==> config.mk <==
export PLATFORM = sky130hd
export DESIGN_NAME = sample_router
export DESIGN_NICKNAME = d
export VERILOG_FILES = /design/src/source/sample_router_pkg.sv /design/src/source/decimating_averager.sv /design/src/source/routing_registers.sv /design/src/source/sample_router.sv /design/src/source/stream_combiner.sv /design/src/source/stream_extractor.sv
export SDC_FILE = /design/constraint.sdc
export NUM_CORES = 1
export LEC_CHECK = 0
export BUFFER_PORTS_ARGS = -buffer_cell sky130_fd_sc_hd__buf_2
export CAP_MARGIN = 20
export CORE_MARGIN = 3
export CORE_UTILIZATION = 27
export CTS_CLUSTER_SIZE = 12
export DETAILED_ROUTE_END_ITERATION = 8
export PLACE_DENSITY = 0.51
export SYNTH_ARGS = -nofsm -noshare
export SYNTH_HDL_FRONTEND = slang
export SYNTH_SLANG_ARGS = --single-unit
==> constraint.sdc <==
create_clock -name clock -period 6.4 [get_ports clock]
set_input_delay 0.64 -clock clock [delete_from_list [all_inputs] [get_ports clock]]
set_output_delay 0.64 -clock clock [all_outputs]
set_load 0.02 [all_outputs]
==> src/source/sample_router_pkg.sv <==
// Shared types and constants of the ADC sample router
package sample_router_pkg;

    // One unsigned ADC conversion result
    typedef logic [15:0] sample_t;

    // Free-form tag that travels with each sample and usually names the ADC channel
    typedef logic [7:0] user_t;

    // Destination code on the stream and also the content of every routing register
    typedef logic [7:0] dest_t;

    // Address of one of the eight routing registers
    typedef logic [2:0] reg_addr_t;

    // Number of extractor and averager channels in the router
    localparam int CHANNELS = 4;

    // Averaging length is a power of two so the mean is a plain shift
    localparam int AVG_SHIFT = 2;
    localparam int AVG_LENGTH = 1 << AVG_SHIFT;

    // Wide enough to hold AVG_LENGTH full-scale samples without overflow
    localparam int SUM_WIDTH = $bits(sample_t) + AVG_SHIFT;

    // Channel n comes out of reset retagging its beats with DEST_RESET_BASE + n
    // Its selector resets to n, so destinations 0 to 3 are routed by default
    // Addresses 0 to 3 of the register map are selectors and 4 to 7 output destinations
    localparam int DEST_RESET_BASE = 16;

endpackage

==> src/source/decimating_averager.sv <==
`timescale 1ns/10ps

// Turns every AVG_LENGTH valid samples into one averaged sample
// The mean is truncated without rounding
module decimating_averager (
    input  logic                       clock,
    input  logic                       arst_n,
    input  sample_router_pkg::sample_t in_data,
    input  sample_router_pkg::user_t   in_user,
    input  sample_router_pkg::dest_t   in_dest,
    input  logic                       in_last,
    input  logic                       in_valid,
    output sample_router_pkg::sample_t out_data,
    output sample_router_pkg::user_t   out_user,
    output sample_router_pkg::dest_t   out_dest,
    output logic                       out_last,
    output logic                       out_valid
);

    // Number of beats already accumulated in the current group
    logic [sample_router_pkg::AVG_SHIFT-1:0] count;

    // Running sum of the current group without the incoming beat
    logic [sample_router_pkg::SUM_WIDTH-1:0] sum;

    // Sum including the incoming beat
    logic [sample_router_pkg::SUM_WIDTH-1:0] group_sum;

    // High when the incoming valid beat completes a group
    logic group_done;

    // Zero-extend the sample to the accumulator width before adding
    assign group_sum = sum + {{sample_router_pkg::AVG_SHIFT{1'b0}}, in_data};

    assign group_done = in_valid && (int'(count) == sample_router_pkg::AVG_LENGTH - 1);

    // Counter and accumulator only move on valid beats
    // Idle cycles between matches leave the partial group untouched
    always_ff @(posedge clock or negedge arst_n) begin
        if (!arst_n) begin
            count <= '0;
            sum   <= '0;
        end else if (in_valid) begin
            if (group_done) begin
                // Start the next group from scratch
                count <= '0;
                sum   <= '0;
            end else begin
                count <= count + 1'b1;
                sum   <= group_sum;
            end
        end
    end

    // Output valid is a one-cycle pulse per completed group
    always_ff @(posedge clock or negedge arst_n) begin
        if (!arst_n) begin
            out_valid <= 1'b0;
        end else begin
            out_valid <= group_done;
        end
    end

    // The result beat takes its tag fields from the final beat of the group
    // The next group may already be filling while this one is on the output
    always_ff @(posedge clock) begin
        if (group_done) begin
            // Dropping the low bits divides by AVG_LENGTH
            out_data <= group_sum[sample_router_pkg::SUM_WIDTH-1:sample_router_pkg::AVG_SHIFT];
            out_user <= in_user;
            out_dest <= in_dest;
            out_last <= in_last;
        end
    end

endmodule

==> src/source/routing_registers.sv <==
`timescale 1ns/10ps

// Eight byte-wide routing registers written through a bare strobe
// The lower half holds channel selectors and the upper half output destinations
module routing_registers (
    input  logic                         clock,
    input  logic                         arst_n,
    input  logic                         reg_write,
    input  sample_router_pkg::reg_addr_t reg_addr,
    input  sample_router_pkg::dest_t     reg_data,
    output sample_router_pkg::dest_t     selector_0,
    output sample_router_pkg::dest_t     selector_1,
    output sample_router_pkg::dest_t     selector_2,
    output sample_router_pkg::dest_t     selector_3,
    output sample_router_pkg::dest_t     out_dest_0,
    output sample_router_pkg::dest_t     out_dest_1,
    output sample_router_pkg::dest_t     out_dest_2,
    output sample_router_pkg::dest_t     out_dest_3
);

    // Register file indexed by address with the selectors first
    sample_router_pkg::dest_t map_reg [2 * sample_router_pkg::CHANNELS];

    // One-hot write enable with at most one bit set per cycle
    logic [2 * sample_router_pkg::CHANNELS - 1:0] write_enable;

    // The strobe gates every enable of the address decode
    always_comb begin
        write_enable = '0;
        if (reg_write) begin
            write_enable[reg_addr] = 1'b1;
        end
    end

    // Reset loads the default map and afterwards each register follows its own enable
    // A write becomes visible to the extractors from the next cycle on
    always_ff @(posedge clock or negedge arst_n) begin
        if (!arst_n) begin
            for (int n = 0; n < sample_router_pkg::CHANNELS; n++) begin
                // Channel n listens to destination n
                map_reg[n] <= sample_router_pkg::dest_t'(n);
                // and retags its beats with base plus n
                map_reg[n + sample_router_pkg::CHANNELS] <=
                    sample_router_pkg::dest_t'(sample_router_pkg::DEST_RESET_BASE + n);
            end
        end else begin
            for (int n = 0; n < 2 * sample_router_pkg::CHANNELS; n++) begin
                if (write_enable[n]) begin
                    map_reg[n] <= reg_data;
                end
            end
        end
    end

    // Selectors sit at addresses 0 to 3
    assign selector_0 = map_reg[0];
    assign selector_1 = map_reg[1];
    assign selector_2 = map_reg[2];
    assign selector_3 = map_reg[3];

    // Output destinations sit at addresses 4 to 7
    assign out_dest_0 = map_reg[sample_router_pkg::CHANNELS];
    assign out_dest_1 = map_reg[sample_router_pkg::CHANNELS + 1];
    assign out_dest_2 = map_reg[sample_router_pkg::CHANNELS + 2];
    assign out_dest_3 = map_reg[sample_router_pkg::CHANNELS + 3];

endmodule

==> src/source/sample_router.sv <==
`timescale 1ns/10ps

// Four-channel sample router for a multiplexed ADC stream
// Input beat to averaged output is three cycles: extractor, averager, combiner
module sample_router (
    input  logic                         clock,
    input  logic                         arst_n,
    input  sample_router_pkg::sample_t   in_data,
    input  sample_router_pkg::user_t     in_user,
    input  sample_router_pkg::dest_t     in_dest,
    input  logic                         in_last,
    input  logic                         in_valid,
    input  logic                         reg_write,
    input  sample_router_pkg::reg_addr_t reg_addr,
    input  sample_router_pkg::dest_t     reg_data,
    output sample_router_pkg::sample_t   out_data,
    output sample_router_pkg::user_t     out_user,
    output sample_router_pkg::dest_t     out_dest,
    output logic                         out_last,
    output logic                         out_valid,
    output logic                         overrun
);

    // Per-channel routing configuration
    sample_router_pkg::dest_t selector [sample_router_pkg::CHANNELS];
    sample_router_pkg::dest_t tag_dest [sample_router_pkg::CHANNELS];

    // Extractor to averager streams
    sample_router_pkg::sample_t ext_data  [sample_router_pkg::CHANNELS];
    sample_router_pkg::user_t   ext_user  [sample_router_pkg::CHANNELS];
    sample_router_pkg::dest_t   ext_dest  [sample_router_pkg::CHANNELS];
    logic                       ext_last  [sample_router_pkg::CHANNELS];
    logic                       ext_valid [sample_router_pkg::CHANNELS];

    // Averager to combiner streams
    sample_router_pkg::sample_t avg_data  [sample_router_pkg::CHANNELS];
    sample_router_pkg::user_t   avg_user  [sample_router_pkg::CHANNELS];
    sample_router_pkg::dest_t   avg_dest  [sample_router_pkg::CHANNELS];
    logic                       avg_last  [sample_router_pkg::CHANNELS];
    logic                       avg_valid [sample_router_pkg::CHANNELS];

    routing_registers registers (
        .clock      (clock),
        .arst_n     (arst_n),
        .reg_write  (reg_write),
        .reg_addr   (reg_addr),
        .reg_data   (reg_data),
        .selector_0 (selector[0]),
        .selector_1 (selector[1]),
        .selector_2 (selector[2]),
        .selector_3 (selector[3]),
        .out_dest_0 (tag_dest[0]),
        .out_dest_1 (tag_dest[1]),
        .out_dest_2 (tag_dest[2]),
        .out_dest_3 (tag_dest[3])
    );

    // Every channel sees the full input stream and keeps only its own beats
    for (genvar n = 0; n < sample_router_pkg::CHANNELS; n++) begin : g_channel
        stream_extractor #(
            .registered (1'b1)
        ) extractor (
            .clock        (clock),
            .arst_n       (arst_n),
            .selector     (selector[n]),
            .out_dest     (tag_dest[n]),
            .in_data      (in_data),
            .in_user      (in_user),
            .in_dest      (in_dest),
            .in_last      (in_last),
            .in_valid     (in_valid),
            .out_data     (ext_data[n]),
            .out_user     (ext_user[n]),
            .out_dest_tag (ext_dest[n]),
            .out_last     (ext_last[n]),
            .out_valid    (ext_valid[n])
        );

        decimating_averager averager (
            .clock     (clock),
            .arst_n    (arst_n),
            .in_data   (ext_data[n]),
            .in_user   (ext_user[n]),
            .in_dest   (ext_dest[n]),
            .in_last   (ext_last[n]),
            .in_valid  (ext_valid[n]),
            .out_data  (avg_data[n]),
            .out_user  (avg_user[n]),
            .out_dest  (avg_dest[n]),
            .out_last  (avg_last[n]),
            .out_valid (avg_valid[n])
        );
    end

    // Channel 0 has the highest merge priority
    stream_combiner combiner (
        .clock      (clock),
        .arst_n     (arst_n),
        .ch_data_0  (avg_data[0]),
        .ch_user_0  (avg_user[0]),
        .ch_dest_0  (avg_dest[0]),
        .ch_last_0  (avg_last[0]),
        .ch_valid_0 (avg_valid[0]),
        .ch_data_1  (avg_data[1]),
        .ch_user_1  (avg_user[1]),
        .ch_dest_1  (avg_dest[1]),
        .ch_last_1  (avg_last[1]),
        .ch_valid_1 (avg_valid[1]),
        .ch_data_2  (avg_data[2]),
        .ch_user_2  (avg_user[2]),
        .ch_dest_2  (avg_dest[2]),
        .ch_last_2  (avg_last[2]),
        .ch_valid_2 (avg_valid[2]),
        .ch_data_3  (avg_data[3]),
        .ch_user_3  (avg_user[3]),
        .ch_dest_3  (avg_dest[3]),
        .ch_last_3  (avg_last[3]),
        .ch_valid_3 (avg_valid[3]),
        .out_data   (out_data),
        .out_user   (out_user),
        .out_dest   (out_dest),
        .out_last   (out_last),
        .out_valid  (out_valid),
        .overrun    (overrun)
    );

endmodule

==> src/source/stream_combiner.sv <==
`timescale 1ns/10ps

// Merges the channel streams into one registered output stream
// Lower channel numbers win and colliding beats from higher channels are lost
module stream_combiner (
    input  logic                       clock,
    input  logic                       arst_n,
    input  sample_router_pkg::sample_t ch_data_0,
    input  sample_router_pkg::user_t   ch_user_0,
    input  sample_router_pkg::dest_t   ch_dest_0,
    input  logic                       ch_last_0,
    input  logic                       ch_valid_0,
    input  sample_router_pkg::sample_t ch_data_1,
    input  sample_router_pkg::user_t   ch_user_1,
    input  sample_router_pkg::dest_t   ch_dest_1,
    input  logic                       ch_last_1,
    input  logic                       ch_valid_1,
    input  sample_router_pkg::sample_t ch_data_2,
    input  sample_router_pkg::user_t   ch_user_2,
    input  sample_router_pkg::dest_t   ch_dest_2,
    input  logic                       ch_last_2,
    input  logic                       ch_valid_2,
    input  sample_router_pkg::sample_t ch_data_3,
    input  sample_router_pkg::user_t   ch_user_3,
    input  sample_router_pkg::dest_t   ch_dest_3,
    input  logic                       ch_last_3,
    input  logic                       ch_valid_3,
    output sample_router_pkg::sample_t out_data,
    output sample_router_pkg::user_t   out_user,
    output sample_router_pkg::dest_t   out_dest,
    output logic                       out_last,
    output logic                       out_valid,
    output logic                       overrun
);

    logic [sample_router_pkg::CHANNELS-1:0] ch_valid;

    assign ch_valid = {ch_valid_3, ch_valid_2, ch_valid_1, ch_valid_0};

    // Overrun is registered in the same cycle as the surviving beat
    always_ff @(posedge clock or negedge arst_n) begin
        if (!arst_n) begin
            out_valid <= 1'b0;
            overrun   <= 1'b0;
        end else begin
            out_valid <= |ch_valid;
            overrun   <= $countones(ch_valid) > 1;
        end
    end

    // Priority mux straight into the payload register
    always_ff @(posedge clock) begin
        if (ch_valid_0) begin
            {out_data, out_user, out_dest, out_last} <=
                {ch_data_0, ch_user_0, ch_dest_0, ch_last_0};
        end else if (ch_valid_1) begin
            {out_data, out_user, out_dest, out_last} <=
                {ch_data_1, ch_user_1, ch_dest_1, ch_last_1};
        end else if (ch_valid_2) begin
            {out_data, out_user, out_dest, out_last} <=
                {ch_data_2, ch_user_2, ch_dest_2, ch_last_2};
        end else if (ch_valid_3) begin
            {out_data, out_user, out_dest, out_last} <=
                {ch_data_3, ch_user_3, ch_dest_3, ch_last_3};
        end
    end

endmodule

==> src/source/stream_extractor.sv <==
`timescale 1ns/10ps

// Picks the beats addressed to one channel out of the shared stream
// A matching beat keeps its payload and gets the channel's output destination
module stream_extractor #(
    parameter bit registered = 1'b1
) (
    input  logic                       clock,
    input  logic                       arst_n,
    input  sample_router_pkg::dest_t   selector,
    input  sample_router_pkg::dest_t   out_dest,
    input  sample_router_pkg::sample_t in_data,
    input  sample_router_pkg::user_t   in_user,
    input  sample_router_pkg::dest_t   in_dest,
    input  logic                       in_last,
    input  logic                       in_valid,
    output sample_router_pkg::sample_t out_data,
    output sample_router_pkg::user_t   out_user,
    output sample_router_pkg::dest_t   out_dest_tag,
    output logic                       out_last,
    output logic                       out_valid
);

    logic match;

    // Destination compare is shared by both builds
    assign match = in_dest == selector;

    generate
        if (registered) begin : g_registered
            // Valid is the only control bit and drops on any beat for another channel
            always_ff @(posedge clock or negedge arst_n) begin
                if (!arst_n) begin
                    out_valid <= 1'b0;
                end else begin
                    out_valid <= in_valid && match;
                end
            end

            // Payload is only loaded by a real matching beat and otherwise holds
            always_ff @(posedge clock) begin
                if (in_valid && match) begin
                    out_data     <= in_data;
                    out_user     <= in_user;
                    out_dest_tag <= out_dest;
                    out_last     <= in_last;
                end
            end
        end else begin : g_combinational
            // Without a match the whole output beat is forced to zero
            always_comb begin
                if (match) begin
                    out_data     = in_data;
                    out_user     = in_user;
                    out_dest_tag = out_dest;
                    out_last     = in_last;
                    out_valid    = in_valid;
                end else begin
                    out_data     = '0;
                    out_user     = '0;
                    out_dest_tag = '0;
                    out_last     = 1'b0;
                    out_valid    = 1'b0;
                end
            end
        end
    endgenerate

endmodule
Word level (Yosys, flattened, before mapping). Index checks and enable logic that the tools add are counted.

$add $sub $neg: 11. $mul: 0. Divide/modulo/power cells: 0. Magnitude comparators: 3. Equality and inequality tests: 8. Shifts and indexed selects: 0. Muxes and demuxes: 27. Bitwise operators: 0. Reduce and logical (&&, ||, !) cells: 11.

Operators by type and width (number): $add 18x16->18 (4); $mux 18 (4); $mux 8 (9); $mux 16 (4); $add 32x32->32 (1); $eq 8x8->1 (4); $gt 32x2->1 const B (1); $logic_and 1x1->1 (9); $add 2x1->2 const B (4); $eq 2x1->1 const B (4); $mux 2 (4); $mux 1 (5); $add 1x1->2 (2); $lt 3x4->1 const B (1); $reduce_bool 4->1 (1); $reduce_or 4->1 (1); $demux 1 s3 (1); $ge 3x1->1 const B (1).

Register bits: 451. Bits in latches: 0. Bits in writable memories: 0. ROM bits: 0. Output and inout port bits: 35. Memories: 0.

Longest topological paths before layout. Gate-level depths: netlist of the first run.

Depth in word-level cells: 5. Mapped depth: 9. Gate-level depth less buffers: 9.

Modules after synthesis. From an unflattened synthesis of the first run, not the netlist that was laid out.

Cell total of the unflattened synthesis: 1379. Area total of the unflattened synthesis: 20289.5 sq um.

By module, submodules not included: decimating_averager at g_channel[0].averager ... (instances 2, cells each 223, area each 2776.4 sq um); decimating_averager at g_channel[1].averager ... (instances 2, cells each 207, area each 2641.3 sq um); stream_extractor (instances 4, cells each 46, area each 1111.1 sq um); stream_combiner (instances 1, cells each 192, area each 2542.4 sq um); routing_registers (instances 1, cells each 143, area each 2467.4 sq um).

Worst setup path before layout of the first run. No wires, ideal clock.

Path kind: input to register. Start: in in_dest[4]. End: reg g_channel[2].extractor.out_data[0] (enable). Library setup time: 0.509 ns. Data arrival time: 4.357 ns. Data required time: 5.891 ns. Path slack: 1.534 ns. Stages on the path: 4. Path buffers: 0. Cells stage by stage: xor2_1 nor4_1 nand3_1 nor4_1.

Word-level cells in the longest chain between the ends: 2.

RTL lines: from (decl) (line sample_router.sv:10) `input sample_router_pkg::dest_t in_dest,`; $eq 8x8->1 (line stream_extractor.sv:27) `assign match = in_dest == selector;`; $logic_and 1x1->1 (line stream_extractor.sv:42) `if (in_valid && match) begin`; to (signal assigned) (line stream_extractor.sv:43) `out_data <= in_data;`; to (decl) (line stream_extractor.sv:17) `output sample_router_pkg::sample_t out_data,`.

No other way between the ends. A chain may end at the register's enable or synchronous reset.

Final worst setup path of the first run.
Start: reg g_channel[3].extractor.out_data[0]. End: reg g_channel[3].averager.sum[12] (netlist bit).

Word-level cells in the longest chain between the ends: 2.

RTL lines: from (decl) (line stream_extractor.sv:17); from (signal assigned) (line stream_extractor.sv:43); $add 18x16->18 (line decimating_averager.sv:33) `assign group_sum = sum + {{sample_router_pkg::AVG_SHIFT{1'b0}}, in_data};`; named net g_channel[3].averager.group_sum (one bit) (line decimating_averager.sv:27) `logic [sample_router_pkg::SUM_WIDTH-1:0] group_sum;`; $mux 18 (line decimating_averager.sv:44) `if (group_done) begin`; to (signal assigned) (line decimating_averager.sv:50) `sum <= group_sum;`; to (decl) (line decimating_averager.sv:24) `logic [sample_router_pkg::SUM_WIDTH-1:0] sum;`.

The timed path passes the listed nets, and every way through them passes these cells.

==> results of run 1 <==
-- worst max-delay path, stage by stage, from the launching register on --
cell      delay (ns)
edfxtp_1        0.36
ha_1            0.24
fa_1            0.43
a211oi_1        0.34
o21bai_1        0.16
a21oi_2         0.29
nor3_1          0.09
o41a_1          0.37
a22o_1          0.20
-- power by group --
group          internal, W  leakage, nW  switching [W]
Combinational     0.000445         3.30       0.000549
Clock              0.00159        0.731        0.00112
Sequential         0.00334         4.64       0.000111
-- worst max-delay path by stage --
| stage | endpoint | cells after the start | slack (ns) | start |
|---|---|---|---|---|
| global route | g_channel[1].averager.out_data[14]$_DFFE_PP_ | 9 | 3.57 | g_channel[1].averager.sum[0]$_DFFE_PN0P_ |
| detailed placement | g_channel[2].averager.out_user[0]$_DFFE_PP_ | 2 | 3.63 | g_channel[2].extractor.out_valid$_DFF_PN0_ |
| global placement | g_channel[2].averager.out_user[0]$_DFFE_PP_ | 2 | 3.68 | g_channel[2].extractor.out_valid$_DFF_PN0_ |
| CTS | g_channel[2].averager.out_data[5]$_DFFE_PP_ | 2 | 3.62 | g_channel[2].extractor.out_valid$_DFF_PN0_ |
| finish | g_channel[3].averager.sum[12]$_DFFE_PN0P_ | 8 | 3.81 | g_channel[3].extractor.out_data[0]$_DFFE_PP_ |
| floorplan | g_channel[2].extractor.out_data[0]$_DFFE_PP_ | 4 | 1.53 | in_dest[4] |
-- state kept, by name, summed over array words and instances, names as in the netlist, 16 cells and up --
name,cells
combiner.out_data,16
g_channel.averager.out_data,64
g_channel.averager.out_dest,32
g_channel.averager.out_user,32
g_channel.averager.sum,72
g_channel.extractor.out_data,64
g_channel.extractor.out_dest_tag,32
g_channel.extractor.out_user,32
-- area by class of cell --
| type | count | area, um^2 |
|---|---|---|
| clock inverters | 12 | 180 |
| fillers | 7108 | 49000 |
| clock buffers | 75 | 1330 |
| multi-input cells | 872 | 6550 |
| well taps | 950 | 1190 |
| diodes | 3 | 7.51 |
| repair buffers | 91 | 562 |
| flip-flops and latches | 451 | 12800 |
| inverters | 39 | 146 |
-- cells by family after synthesis --
kind of cell             count (synthesis)  share of synthesized area
XOR/XNOR                                88                     0.0393
buffers and inverters                   83                     0.0165
AO/OA/AOI/OAI                          328                      0.116
AND/OR/NAND/NOR                        272                     0.0671
multiplexers                           107                     0.0590
flip-flops                             451                      0.651
adder cells (fa/ha/maj)                 77                     0.0510
-- cell usage after synthesis (12+ instances only) --
cell type,instances
nor2_1,78
a21o_1,21
dfstp_2,12
inv_1,35
mux2_2,70
o211ai_1,17
nand3_1,14
mux2i_1,37
xnor2_1,50
edfxtp_1,297
dfrtp_1,142
a21oi_1,80
nand4_1,14
clkbuf_1,38
xor2_1,38
o21ai_0,56
nor2b_1,17
ha_1,72
a22o_1,41
nand2_1,88
-- per-stage QoR --
stage	total power, W	hold WS, ns	cell area (um^2)	worst slack, ns
final	0.00715	0.139	22800	3.81
after global routing	0.00751	0.196	22800	3.57
after CTS	0.00726	0.165	22600	3.62
after detailed placement	0.00451	0.405	21100	3.63
after global placement	0.00450	0.400	21100	3.68
after floorplan	0.00422	0.344	19600	1.53
-- layer usage --
layer	vias to the layer above	routed length [um]	part of all wire	track usage
met1	5749	21100	0.45	0.161
li1	5497	-	-	-
met3	79	1670	0.035	0.0212
met4	0	1530	0.032	0.0428
met5	-	0	0	0
met2	196	22900	0.49	0.211
==> impl_results.md, run 1 <==
* Status: complete, no violations
* Via density at ~4.6
* Vias at approximately 12000
* Unique masters post-synth at ~80
* Maximum vdd drop at approximately 0.00017 V
* Final WL at 47200 um
* Data arrival, critical path at 3.04 ns
* Row cnt at 98
* CTS Buffer Depth at 3
* CTS tree: built
* Worst-path clk slew at approximately 0.06 ns
* Minimum clock period at about 2.6 ns
* Clock Sink Count at ~450
* Core area at ~72000 um^2
* Drt pass-1 iters at 5
* Setup CP Type: register to register
* PD cells at ~310 nW/um^2
* Worst hold-check path type: primary input to asynchronous set/reset pin
* Area delta synth->final at 16.0%
* Crit-path max FO at 5
* Die Wd at 276 um
* Layout cells sized above 1 at 0.179
* Placed cell count at approximately 2400
* Max frequency at 386 MHz
* R2R depth at 8
* WL/cell at roughly 19 um
* TNS Setup at 0 ns
* DR iter-0 viols at between 700 and 800
* Yosys top cell area share at 0.454
* Height of the die at 276 um
* Gr ovfl total at 0
* Number of nets in the layout at approximately 1600
* Clk_lat worst skew at approximately 0.58 ns
* Syn avg cell area at 14.0 um^2
* Final cell count without fillers at about 2500
* Top_reg_cell synth: edfxtp_1
* Yosys warning count at 0
* Hold buffers post-CTS at 0
* #FFs+latches synth at 451
* Tot GR Track Use at 0.125
* Reg-to-Reg End: g_channel[3].averager.sum[12]$_DFFE_PN0P_
* Commonest non-fill, non-tap cell in the layout: edfxtp_1
* Most frequent cells in the layout: 297 x edfxtp_1, 139 x dfrtp_1, 87 x nand2_1, 81 x buf_2, 80 x a21oi_1
* Top post-synthesis cells by area: edfxtp_1 45%, dfrtp_1 18%, ha_1 4.6%, mux2_2 4.0%, xnor2_1 2.2%
* Worst R2R Setup Slack at ~3.8 ns
* Clock Tree Root: clkbuf_16
* Largest net degree at the start of global routing at around 80
* DRC viols at 0
* Gates resized, CTS repair at 0
* Worst slew margin at 0.325
* Final Cycle Share at 0.404
* Post-DP HPWL at between 30000 and 40000 um
* Worst Setup End Kind: register
* Synth area leader: edfxtp_1
* Util after Layout at 0.317
* Unrepaired setup endpoints after global routing: no
* GP Congestion at 0.828
* Worst Tran Pin Value at ~1 ns
* Post-CTS Setup Repair Bufs at 0
* Slew Limit Fails at 0
* Post-synthesis cell area at a little under 20000 um^2
* Final setup violation count at 0
* I/O pin count at 83
* Number of synthesized flops with an enable pin at between 200 and 300
* I/O Buffers at a little over 80
* H-Tree Depth at 2
* Final Skew at 0.0180 ns
* Leakage at 8.66 nW
* Maxcap violations at 0
* Post-Syn Nets at approximately 1500
* Crit start category: register
* Die Area at between 70000 and 80000 um^2
* Initial core utilization at 0.274
* RR Startpoint: g_channel[3].extractor.out_data[0]$_DFFE_PP_
* Final antenna-violating net count at 0
* Initial antenna violation count at 4
* Final hold violations at 0
* Post-synth ARST share at 0.341
* Vias in the first global route at 11900
* Global-route wire length before repair at 71900 um
* CTS Buf Count at between 40 and 50
* Synthesized instance count at 1406
* Register area share after synthesis at 0.651
* Critical Path RT at slightly below 7 ns
Power figures use the tool's default switching activity.
==> run 2, diff against run 1 <==
Clock period 6.4 ns to 2.6 ns, I/O delays scaled along.
==> run 2 against run 1 <==
  * Clock power is 140% higher
  * Sequential power is 150% higher
  * Cell count is 1.4% higher
  * Power is 150% higher
==> impl_results.md, run 2 (synthesized netlist as in run 1, its figures left out) <==
* Place WS at 0.0805 ns (-3.55 ns)
* Final cell count without fillers at 2527 (+1.4%)
* FF/Latch Area at 12800 um^2 (unchanged)
* Fin area at 23100 um^2 (+1.6%)
* Maxcap violations at 0 (unchanged)
* Height of the die at 276 um (unchanged)
* TNS Setup at 0 ns (unchanged)
* Gr ovfl total at 0 (unchanged)
* Worst slew margin at 0.485 (+0.159)
* Crit-path max FO at 5 (unchanged)
* CTS Buffer Depth at 3 (unchanged)
* CTS Buf Count at 47 (unchanged)
* Final WL at 48400 um (+2.6%)
* Core area at 71700 um^2 (unchanged)
* Most frequent cells in the layout: 297 x edfxtp_1, 139 x dfrtp_1, 87 x nand2_1, 81 x buf_2, 79 x a21oi_1
* Worst Tran Pin Value at 0.765 ns (-0.247 ns)
* Status: complete, no violations
* CTS tree: built
* Clk_lat worst skew at 0.59 ns (about the same)
* Hold Path Depth at 1
* RR Startpoint: g_channel[3].extractor.out_data[0]$_DFFE_PP_
* Area delta synth->final at 17.8%
* Final Cycle Share at 0.956 (+0.552)
* Tot GR Track Use at 0.128 (+0.00347)
* Placed cell areas at 21500 um^2 (+1.6%)
* Min Hold Slack at 0.0449 ns (-0.0936 ns)
* Die Area at 76000 um^2 (unchanged)
* Initial core utilization at 0.274 (unchanged)
* Vias in the first global route at 12100 (+2.4%)
* DR iter-0 viols at 697 (-2.5%)
* Die Wd at 276 um (unchanged)
* Worst R2R Setup Slack at 0.11 ns (-3.70 ns)
* Reg-to-Reg End: g_channel[3].averager.out_data[12]$_DFFE_PP_
* Data arrival, critical path at 2.82 ns (-0.22 ns)
* Crit start category: register
* R2R depth at 8 (unchanged)
* Vias at 11700 (+1.3%)
* Critical Path RT at 2.93 ns (-3.93 ns)
* Max frequency at 402 MHz (+4.1%)
* Drt pass-1 iters at 5 (unchanged)
* Fillers at 7012 (-1.4%)
* Final Skew at 0.0165 ns (-0.00153 ns)
* I/O Buffers at 82 (unchanged)
* Worst-path clk slew at 0.06 ns (about the same)
* Clock Sink Count at 451 (unchanged)
* Commonest non-fill, non-tap cell in the layout: edfxtp_1
* Global-route wire length before repair at 73800 um (+2.7%)
* Hold EP: g_channel[2].extractor.out_data[2]$_DFFE_PP_
* Number of nets in the layout at 1664 (+2.3%)
* Minimum clock period at 2.49 ns (-0.101 ns)
* Multi-input gate area in the final layout at 6590 um^2 (+0.53%)
* Diode count at 0 (-3)
* Hold path start: in_data[2]
* Top Registers: g_channel.averager.sum (72), g_channel.averager.out_data (64), g_channel.extractor.out_data (64)
* Final setup violation count at 0 (unchanged)
* Max FFs per register at 72 (unchanged)
* Layout cells sized above 1 at 0.191 (+0.0116)
* H-Tree Depth at 2 (unchanged)
* Final hold violations at 0 (unchanged)
* PD cells at 760 nW/um^2 (+140%)
* Fin worst setup slack at 0.113 ns (-3.70 ns)
* Worst hold-check path type: primary input to register
* GP Congestion at 0.830 (+0.16%)
* Maximum vdd drop at 0.000551 V (+230%)
* Via density at 4.62 (about the same)
* Final antenna-violating net count at 0 (unchanged)
* Row cnt at 98 (unchanged)
* Slew Limit Fails at 0 (unchanged)
* DRC viols at 0 (unchanged)
* Placed cell count at 2424 (+1.1%)
* Post-DP HPWL at 32800 um (+3.7%)
* Initial antenna violation count at 4 (unchanged)
* Register name with the most flops: g_channel.averager.sum
* Worst Setup End Kind: register
* Leakage at 8.84 nW (+2.0%)
* I/O pin count at 83 (unchanged)
* Setup CP Type: register to register
* Largest net degree at the start of global routing at 65 (-18%)
* WL/cell at 19.2 um (+1.2%)
* Clock Tree Root: clkbuf_16
[run 2: final cells by class]
cell class / count / share of cell area
Multi-Input combinational cell: 872 / 0.285
Sequential cell: 451 / 0.553
Timing Repair Buffer: 128 / 0.0401
Clock buffer: 72 / 0.0575
Tap cell: 950 / 0.0514
Clock inverter: 15 / 0.00649
Inverter: 39 / 0.00633
[run 2: metal layers]
| metal | routed length [um] | share of wire | global-route usage |
|---|---|---|---|
| met1 | 21000 | 0.43 | 0.163 |
| met2 | 24300 | 0.50 | 0.223 |
| met3 | 1940 | 0.040 | 0.0207 |
| met4 | 1230 | 0.025 | 0.0396 |
| met5 | 0 | 0 | 0 |
[run 2: what timing repair did]
| item | in CTS | in global routing |
|---|---|---|
| hold buffers | 16 | 0 |
| endpoints found under the setup margin | 0 | 11 |
| setup buffers | 0 | 0 |
| resized for setup | 0 | 5 |
| endpoints found under the hold margin | 109 | 0 |
[run 2: critical path, stage by stage, from the launching register on]
cell and delay (ns):
edfxtp_1 0.37, ha_1 0.24, fa_1 0.45, a211oi_2 0.28, o21bai_1 0.15, a21oi_2 0.26
nor2_1 0.11, o21a_1 0.22, xor2_1 0.14
[run 2: worst max-delay path by stage]
stage | start | slack (ns) | cells past startpoint | endpoint
4_1_cts | g_channel[3].extractor.out_data[0]$_DFFE_PP_ | 0.06 | 8 | g_channel[3].averager.out_data[12]$_DFFE_PP_
3_5_place_dp | g_channel[1].averager.sum[0]$_DFFE_PN0P_ | 0.08 | 9 | g_channel[1].averager.out_data[14]$_DFFE_PP_
5_1_grt | g_channel[3].extractor.out_data[0]$_DFFE_PP_ | -0.02 | 8 | g_channel[3].averager.out_data[12]$_DFFE_PP_
6_report | g_channel[3].extractor.out_data[0]$_DFFE_PP_ | 0.11 | 8 | g_channel[3].averager.out_data[12]$_DFFE_PP_
2_1_floorplan | registers.selector_2[4]$_DFFE_PN0P_ | 0.18 | 4 | g_channel[2].extractor.out_data[0]$_DFFE_PP_
3_3_place_gp | g_channel[1].averager.sum[0]$_DFFE_PN0P_ | 0.11 | 9 | g_channel[1].averager.out_data[14]$_DFFE_PP_
[run 2: power by group]
group / total, W / switching (W) / internal, W / leakage [nW]
registers: 0.00849 / 0.000259 / 0.00823 / 4.64
clock network: 0.00657 / 0.00283 / 0.00374 / 0.720
logic: 0.00252 / 0.00139 / 0.00114 / 3.48
total: 0.0176 / 0.00447 / 0.0131 / 8.84
[run 2: metrics by stage]
stage	util	power (W)
after floorplan	-	0.0104
after global placement	0.299	0.0111
after detailed placement	0.299	0.0111
after CTS	0.322	0.0178
after global routing	0.322	0.0184
final	0.322	0.0176
